`src/rtl/radio_pkg.sv`:
```
/*
 * Radio control core definitions
 * Settings bus addresses, word types and the readback slot encoding
 */
package radio_pkg;

   ////////////////////////////////////////
   // Word types
   ////////////////////////////////////////
   typedef logic [7:0]  set_addr_t;    // Settings bus address
   typedef logic [31:0] set_data_t;    // Settings bus data
   typedef logic [31:0] sample_t;      // I in [31:16], Q in [15:0]
   typedef logic [63:0] vita_time_t;   // Sample ticks
   typedef logic [63:0] rb_data_t;

   // Readback slots
   // Codes 4 to 7 have no source and read zero
   typedef enum logic [2:0] {
      RB_TEST     = 3'd0,
      RB_TIME     = 3'd1,
      RB_TIME_PPS = 3'd2,
      RB_TXRX     = 3'd3
   } rb_sel_t;

   ////////////////////////////////////////
   // Setting addresses
   ////////////////////////////////////////
   localparam set_addr_t SR_LOOPBACK   = 8'd6;
   localparam set_addr_t SR_TEST       = 8'd21;
   localparam set_addr_t SR_CODEC_IDLE = 8'd22;
   localparam set_addr_t SR_READBACK   = 8'd32;
   localparam set_addr_t SR_TX_CTRL    = 8'd64;    // Bit 0 runs TX

   // Time block occupies three addresses
   // High word, low word, then control
   localparam set_addr_t SR_TIME       = 8'd128;

   localparam set_addr_t SR_CNTRL      = 8'd163;   // Bit 0 clears codeword sequencer
   localparam set_addr_t SR_LLR_REG0   = 8'd164;   // Codeword 0
   localparam set_addr_t SR_LLR_REG1   = 8'd165;   // Codeword 1

   // Bit positions in the time control word
   localparam int TIME_CTRL_NOW = 0;
   localparam int TIME_CTRL_PPS = 1;

endpackage

```
`src/rtl/radio_settings.sv`:
```
/*
 * Radio settings registers
 * Decodes the settings bus strobe into one register per setting address
 */
`timescale 1ns/1ns

module radio_settings import radio_pkg::*; #(
   parameter sample_t TX_IDLE_RESET = '0     // Idle word out of reset
) (
   input  logic      bus_clk,
   input  logic      i_rst_n,

   // Settings bus
   input  logic      i_set_stb,
   input  set_addr_t i_set_addr,
   input  set_data_t i_set_data,

   // Register outputs
   output logic      o_loopback,
   output set_data_t o_test_word,
   output rb_sel_t   o_rb_sel,
   output sample_t   o_tx_idle,
   output sample_t   o_codeword0,
   output sample_t   o_codeword1,
   output logic      o_run_tx,
   output logic      o_seq_clear
);

   ////////////////////////////////////////
   // Register bank
   ////////////////////////////////////////
   always_ff @(posedge bus_clk or negedge i_rst_n) begin
      if (!i_rst_n) begin
         o_loopback  <= 1'b0;
         o_test_word <= '0;
         o_rb_sel    <= RB_TEST;
         o_tx_idle   <= TX_IDLE_RESET;
         o_codeword0 <= '0;
         o_codeword1 <= '0;
         o_run_tx    <= 1'b0;
         o_seq_clear <= 1'b0;
      end else if (i_set_stb) begin
         case (i_set_addr)
            SR_LOOPBACK: begin
               o_loopback <= i_set_data[0];   // TX looped onto RX
            end
            SR_TEST: begin
               o_test_word <= i_set_data;
            end
            SR_READBACK: begin
               // Unused codes are kept and read zero downstream
               o_rb_sel <= rb_sel_t'(i_set_data[2:0]);
            end
            SR_CODEC_IDLE: begin
               o_tx_idle <= i_set_data;
            end
            SR_LLR_REG0: begin
               o_codeword0 <= i_set_data;
            end
            SR_LLR_REG1: begin
               o_codeword1 <= i_set_data;
            end
            SR_TX_CTRL: begin
               o_run_tx <= i_set_data[0];
            end
            SR_CNTRL: begin
               o_seq_clear <= i_set_data[0];  // Level, held until rewritten
            end
            default: begin
               // Address belongs to another block
            end
         endcase
      end
   end

endmodule

```
`src/rtl/time_keeper.sv`:
```
/*
 * VITA timekeeper
 * 64-bit sample counter, loaded at once or on the next PPS rising edge,
 * with a copy of the count latched at every PPS edge
 */
`timescale 1ns/1ns

module time_keeper import radio_pkg::*; (
   input  logic       bus_clk,
   input  logic       i_rst_n,
   input  logic       i_set_stb,
   input  set_addr_t  i_set_addr,
   input  set_data_t  i_set_data,
   input  logic       i_pps,
   output vita_time_t o_vita_time,
   output vita_time_t o_vita_time_pps
);

   localparam set_addr_t SR_TIME_HI   = SR_TIME;
   localparam set_addr_t SR_TIME_LO   = SR_TIME + 8'd1;
   localparam set_addr_t SR_TIME_CTRL = SR_TIME + 8'd2;

   set_data_t time_hi;
   set_data_t time_lo;
   logic      pps_d;
   logic      pps_edge;
   logic      pps_armed;
   logic      ctrl_wr;

   assign pps_edge = i_pps & ~pps_d;   // First cycle of PPS high
   assign ctrl_wr  = i_set_stb && (i_set_addr == SR_TIME_CTRL);

   // Staging words and PPS arm
   always_ff @(posedge bus_clk or negedge i_rst_n) begin
      if (!i_rst_n) begin
         time_hi   <= '0;
         time_lo   <= '0;
         pps_d     <= 1'b0;
         pps_armed <= 1'b0;
      end else begin
         pps_d <= i_pps;
         if (i_set_stb && (i_set_addr == SR_TIME_HI))
            time_hi <= i_set_data;
         if (i_set_stb && (i_set_addr == SR_TIME_LO))
            time_lo <= i_set_data;
         if (ctrl_wr && i_set_data[TIME_CTRL_PPS])
            pps_armed <= 1'b1;
         else if (pps_edge)
            pps_armed <= 1'b0;             // One load per arm
      end
   end

   // Counter and last-PPS latch
   always_ff @(posedge bus_clk or negedge i_rst_n) begin
      if (!i_rst_n) begin
         o_vita_time     <= '0;
         o_vita_time_pps <= '0;
      end else begin
         if (ctrl_wr && i_set_data[TIME_CTRL_NOW])
            o_vita_time <= {time_hi, time_lo};
         else if (pps_edge && pps_armed)
            o_vita_time <= {time_hi, time_lo};
         else
            o_vita_time <= o_vita_time + 64'd1;
         if (pps_edge)
            o_vita_time_pps <= o_vita_time;
      end
   end

endmodule

```
`src/rtl/codeword_tx.sv`:
```
/*
 * TX codeword source
 * Alternates codeword 0 and codeword 1 while running, idle word otherwise
 */
`timescale 1ns/1ns

module codeword_tx import radio_pkg::*; (
   input  logic    bus_clk,
   input  logic    i_rst_n,
   input  logic    i_run,
   input  logic    i_seq_clear,
   input  sample_t i_codeword0,
   input  sample_t i_codeword1,
   input  sample_t i_tx_idle,
   output sample_t o_tx
);

   logic    phase;      // 0 picks codeword 0
   logic    sel;
   sample_t codeword;

   // Clear wins over the stored phase so the next word is codeword 0
   assign sel      = phase & ~i_seq_clear;
   assign codeword = sel ? i_codeword1 : i_codeword0;

   ////////////////////////////////////////
   // Sequencer and output register
   ////////////////////////////////////////
   always_ff @(posedge bus_clk or negedge i_rst_n) begin
      if (!i_rst_n) begin
         phase <= 1'b0;
         o_tx  <= '0;
      end else begin
         if (i_run && !i_seq_clear)
            phase <= ~phase;
         else
            phase <= 1'b0;   // Restart at codeword 0

         o_tx <= i_run ? codeword : i_tx_idle;
      end
   end

endmodule

```
`src/rtl/radio_readback.sv`:
```
/*
 * Radio readback
 * Loopback RX select and the registered 64-bit readback mux
 */
`timescale 1ns/1ns

module radio_readback import radio_pkg::*; (
   input  logic       bus_clk,
   input  logic       i_rst_n,
   input  rb_sel_t    i_rb_sel,
   input  logic       i_loopback,
   input  sample_t    i_rx,
   input  sample_t    i_tx,
   input  set_data_t  i_test_word,
   input  vita_time_t i_vita_time,
   input  vita_time_t i_vita_time_pps,
   output rb_data_t   o_rb_data
);

   sample_t rx_word;

   // Digital loopback of TX onto RX
   assign rx_word = i_loopback ? i_tx : i_rx;

   always_ff @(posedge bus_clk or negedge i_rst_n) begin
      if (!i_rst_n) begin
         o_rb_data <= '0;
      end else begin
         case (i_rb_sel)
            RB_TEST:     o_rb_data <= {32'd0, i_test_word};
            RB_TIME:     o_rb_data <= i_vita_time;
            RB_TIME_PPS: o_rb_data <= i_vita_time_pps;   // Last PPS
            RB_TXRX:     o_rb_data <= {i_tx, rx_word};
            default:     o_rb_data <= '0;
         endcase
      end
   end

endmodule

```
`src/rtl/radio_core.sv`:
```
/*
 * Radio control core top level
 * Settings registers, VITA timekeeper, TX codeword source and readback
 */
`timescale 1ns/1ns

module radio_core import radio_pkg::*; #(
   parameter sample_t TX_IDLE_RESET = '0
) (
   input  logic       bus_clk,
   input  logic       i_rst_n,
   input  logic       i_set_stb,
   input  set_addr_t  i_set_addr,
   input  set_data_t  i_set_data,
   input  sample_t    i_rx,
   input  logic       i_pps,
   output sample_t    o_tx,
   output rb_data_t   o_rb_data,
   output vita_time_t o_vita_time
);

   logic       loopback;
   set_data_t  test_word;
   rb_sel_t    rb_sel;
   sample_t    tx_idle;
   sample_t    codeword0;
   sample_t    codeword1;
   logic       run_tx;
   logic       seq_clear;
   sample_t    tx_word;
   vita_time_t vita_time;
   vita_time_t vita_time_pps;

   assign o_tx        = tx_word;
   assign o_vita_time = vita_time;

   ////////////////////////////////////////
   // Settings and time
   ////////////////////////////////////////
   radio_settings #(.TX_IDLE_RESET(TX_IDLE_RESET)) u_settings (
      .bus_clk(bus_clk), .i_rst_n(i_rst_n),
      .i_set_stb(i_set_stb), .i_set_addr(i_set_addr), .i_set_data(i_set_data),
      .o_loopback(loopback), .o_test_word(test_word), .o_rb_sel(rb_sel),
      .o_tx_idle(tx_idle), .o_codeword0(codeword0), .o_codeword1(codeword1),
      .o_run_tx(run_tx), .o_seq_clear(seq_clear));

   time_keeper u_time_keeper (
      .bus_clk(bus_clk), .i_rst_n(i_rst_n),
      .i_set_stb(i_set_stb), .i_set_addr(i_set_addr), .i_set_data(i_set_data),
      .i_pps(i_pps),
      .o_vita_time(vita_time), .o_vita_time_pps(vita_time_pps));

   ////////////////////////////////////////
   // TX source and readback
   ////////////////////////////////////////
   codeword_tx u_codeword_tx (
      .bus_clk(bus_clk), .i_rst_n(i_rst_n),
      .i_run(run_tx), .i_seq_clear(seq_clear),
      .i_codeword0(codeword0), .i_codeword1(codeword1), .i_tx_idle(tx_idle),
      .o_tx(tx_word));

   radio_readback u_readback (
      .bus_clk(bus_clk), .i_rst_n(i_rst_n),
      .i_rb_sel(rb_sel), .i_loopback(loopback),
      .i_rx(i_rx), .i_tx(tx_word), .i_test_word(test_word),
      .i_vita_time(vita_time), .i_vita_time_pps(vita_time_pps),
      .o_rb_data(o_rb_data));

endmodule

```
`config.mk`:
```
export PLATFORM = sky130hd
export DESIGN_NAME = radio_core
export DESIGN_NICKNAME = d
export VERILOG_FILES = /design/src/rtl/radio_pkg.sv /design/src/rtl/radio_settings.sv /design/src/rtl/time_keeper.sv /design/src/rtl/codeword_tx.sv /design/src/rtl/radio_readback.sv /design/src/rtl/radio_core.sv
export SDC_FILE = /design/constraint.sdc
export NUM_CORES = 1
export LEC_CHECK = 0
export BUFFER_PORTS_ARGS = -buffer_cell sky130_fd_sc_hd__buf_4
export CAP_MARGIN = 20
export CORE_MARGIN = 2
export CORE_UTILIZATION = 45
export CTS_CLUSTER_SIZE = 10
export DETAILED_ROUTE_END_ITERATION = 6
export GPL_TIMING_DRIVEN = 0
export PLACE_DENSITY = 0.62
export SLEW_MARGIN = 20
export SYNTH_ARGS = -nofsm -noshare
export SYNTH_HDL_FRONTEND = slang
export SYNTH_HIERARCHICAL = 1
export SYNTH_SLANG_ARGS = --single-unit
```
`constraint.sdc`:
```
create_clock -name bus_clk -period 2.72 [get_ports bus_clk]
set_clock_uncertainty 0.1 [all_clocks]
set_input_delay 0.544 -clock bus_clk [delete_from_list [all_inputs] [get_ports bus_clk]]
set_output_delay 0.544 -clock bus_clk [all_outputs]
set_load 0.01 [all_outputs]
```
==> impl_metrics.py <==
metrics = {
    "outcome": {
        "status": "finished, final reports clean",
    },
    "placement": {
        "place.port_buffers": 235,
        "dp_hpwl_mm": 43.8,
        "dpl_worst_slack_ns": -0.643,
        "place_congestion": 0.899,
        "placed_area_um2": 21900,
        "dp.cells": 2330,
    },
    "job": {
        "max_cap_violations": 0,
    },
    "worst_hold_path": {
        "hold_depth": 3,
        "min_from": "i_rx[22]",
        "hp-class": "input port to register",
    },
    "grt": {
        "first_global_vias": 14050,
        "grt_max_degree": 98,
        "gr-total-overflow": 0,
        "grt_pass1_wl_mm": 90.0,
        "grt_antenna_before_repair": 5,
        "track_usage_pct": 27.2,
    },
    "setup_path": {
        "path_cells": "buf_4 -> or3_1 -> nor4_2 -> or2_1 -> clkbuf_1 -> clkbuf_1 -> o21ai_0",
        "end_kind": "register",
        "worstPathRequired_ns": 3.03,
        "critPathSlowestCell": "clkbuf_1",
        "startpoint": "i_set_addr[3]",
        "path_class": "input port to register",
        "cp_data_arrival_time_ns": 2.96,
        "worst_path_largest_cell_delay_ns": 0.64,
        "cp_max_fo": 10,
        "reg2reg_from": "u_time_keeper/o_vita_time[28]",
        "crit_path_frequent_cell": "clkbuf_1",
        "worstSetupStartpointType": "input port",
        "rr_worst_depth": 7,
    },
    "synthesis": {
        "syn-mean-instance-area_um2": 12.5,
        "synth_most_common_cell": "dfrtp_1",
        "synthMuxAreaShare_pct": 20.1,
        "synth_area_um2": 19400,
        "async_flop_share_pct": 100,
        "synth-xor-area-share_pct": 1.27,
        "synth.top_cells.by_area": "dfrtp_1, mux2_2, mux2i_1, o211ai_2, mux2_1",
        "synth_top_family_by_area": "multiplexers",
        "synthCells": 1552,
        "synthAdderAreaFrac_pct": 0.0646,
        "synth_common_cells": "dfrtp_1, mux2_2, nand2_1, nor2_1, mux2i_1",
        "netlist.top_cell.by_area": "dfrtp_1",
        "synthFlopType": "dfrtp_1",
        "synth_compound_area_share_pct": 8.63,
        "synth_cell_types": 54,
        "synth_edf_count": 0,
        "yosys_warnings": 6,
        "synth_seq_cells": 425,
        "yosysTopAreaCellShare_pct": 54.9,
        "yosysSeqAreaShare_pct": 54.9,
        "synth_nets": 1629,
        "yosys.area_share.simple_pct": 11.7,
    },
    "clock_tree": {
        "cts.root.buffer_cell": "clkbuf_16",
        "cts_inserted_buffers": 49,
        "clock-sinks": 425,
        "clock_path_buffers": 3,
        "cts_tree": "done",
        "path_clk_slew_ns": 0.05,
        "h-tree-depth": 2,
        "clock_latency_ns": 0.58,
    },
    "final_layout": {
        "fillers": 3618,
        "final_cells": 2397,
        "drive_gt1_share_pct": 36.1,
        "seq_area_um2": 10600,
        "multi_input_area_um2": 8150,
        "final_util_pct": 55.3,
        "reg_top3": "u_readback/o_rb_data (64), u_time_keeper/o_vita_time (64), u_time_keeper/o_vita_time_pps (64)",
        "fin_nets": 1923,
        "synthToLayoutAreaGrowth_pct": 20.6,
        "final_area_um2": 23400,
    },
    "timing": {
        "hold_ws_ns": 0.161,
        "setup_viol": 0,
        "tns_ns": 0,
        "hold_viol_final": 0,
        "slew_headroom_pct": 23.7,
        "post-route-period-util_pct": 97.4,
        "fmax_mhz": 377,
        "finalMaxSlewViolations": 0,
        "tightest_slew_ns": 1.14,
        "layout_min_cycle_time_ns": 2.65,
        "grt_setup_unrepaired": "false",
        "timing.final.ws_setup_ns": 0.0701,
    },
    "routing": {
        "wl_per_cell_um": 25.1,
        "drt_iter0_drc": 1137,
        "drc_errors": 0,
        "ant_nets": 0,
        "drt-total-wl_mm": 60.2,
        "num_vias": 14078,
        "first_pass_iters": 5,
        "via_per_inst": 5.87,
    },
    "power_and_ir_drop": {
        "peakVddDrop_uv": 397,
        "p_total_mw": 15.6,
        "leakage_nw": 10.7,
        "powerDensity_nw_per_um2": 670,
    },
    "floorplan": {
        "core.rowCount": 75,
        "die_x_um": 211,
        "pin_count": 236,
        "dieHeight_um": 211,
        "dieArea_um2": 44700,
        "coreArea_um2": 42200,
        "initial_core_util_pct": 45.9,
    },
}
[critical path: cells and delay by family]
| family | cells | cell delay, ns |
|---|---|---|
| AO/OA/AOI/OAI | 1 | 0.24 |
| buffers and inverters | 3 | 1.10 |
| AND/OR/NAND/NOR | 3 | 1.07 |
[cells by family (layout without fill, tap and decap cells)]
kind of cell	count (synthesis)	count (layout)
other cells	0	2
simple gates	391	391
xor+xnor	28	28
mux	351	351
compound gates	230	230
fa+ha+maj	1	1
flops	425	425
buf+inv	126	430
[power by group]
part / internal (mW) / switching (mW)
Clock: 3.28 / 2.44
Sequential: 6.98 / 0.690
Combinational: 1.12 / 1.13
[what timing repair did]
action	in CTS	in global routing
pin swaps	3	4
endpoints found under the setup margin	42	55
setup buffers	2	1
hold buffers	2	0
endpoints found under the hold margin	59	0
gates resized for setup	10	16
[final timing paths]
check | to | slack (ns)
worst min register to register | u_time_keeper/o_vita_time[15] | 0.37
worst max-delay path | u_time_keeper/o_vita_time[29] | 0.07
max in group asynchronous | u_time_keeper/o_vita_time[53] | 0.79
worst max register to register | u_time_keeper/o_vita_time[56] | 0.09
min in group asynchronous | u_settings/o_codeword0[10] | 0.40
worst min-delay path | u_readback/o_rb_data[22] | 0.16
[layout by cell type, fill, tap and decap left out, types with 10 or more instances in the layout]
cell type / netlist / final
or3_1: 16 / 16
mux2_2: 252 / 252
nand2b_1: 34 / 33
dfrtp_1: 425 / 416
nand3b_1: 32 / 32
nor2_1: 78 / 78
xnor2_1: 10 / 10
nand4b_1: 33 / 33
o31ai_1: 18 / 18
clkbuf_1: 57 / 58
a31oi_1: 33 / 33
inv_1: 11 / 11
nand4_1: 19 / 19
nand3_1: 24 / 20
or4_1: 20 / 20
mux2i_1: 62 / 62
buf_4: 8 / 245
mux2_1: 32 / 32
a22oi_1: 32 / 32
xor2_1: 18 / 18
o211ai_2: 30 / 30
o22ai_1: 31 / 31
clkbuf_16: 0 / 49
buf_2: 32 / 31
o21ai_0: 51 / 51
nand2_1: 92 / 92
o21a_1: 31 / 31
[metal layers]
metal  GRT usage, %  share of wire (%)
met1           38.0                 43
met2           43.5                 48
met3           5.10                7.0
met4           7.58                2.0
met5              0                  0
[area by class of cell]
class,instances,share of cell area [%]
clock buffers,58,5.52
repair buffers,244,8.24
multi-input cells,1001,34.9
inverters,11,0.177
diodes,2,0.0214
well taps,539,2.89
flip-flops and latches,425,45.6
clock inverters,3,0.0964
plain buffers,114,2.58
(Power assumes the default switching activity.)
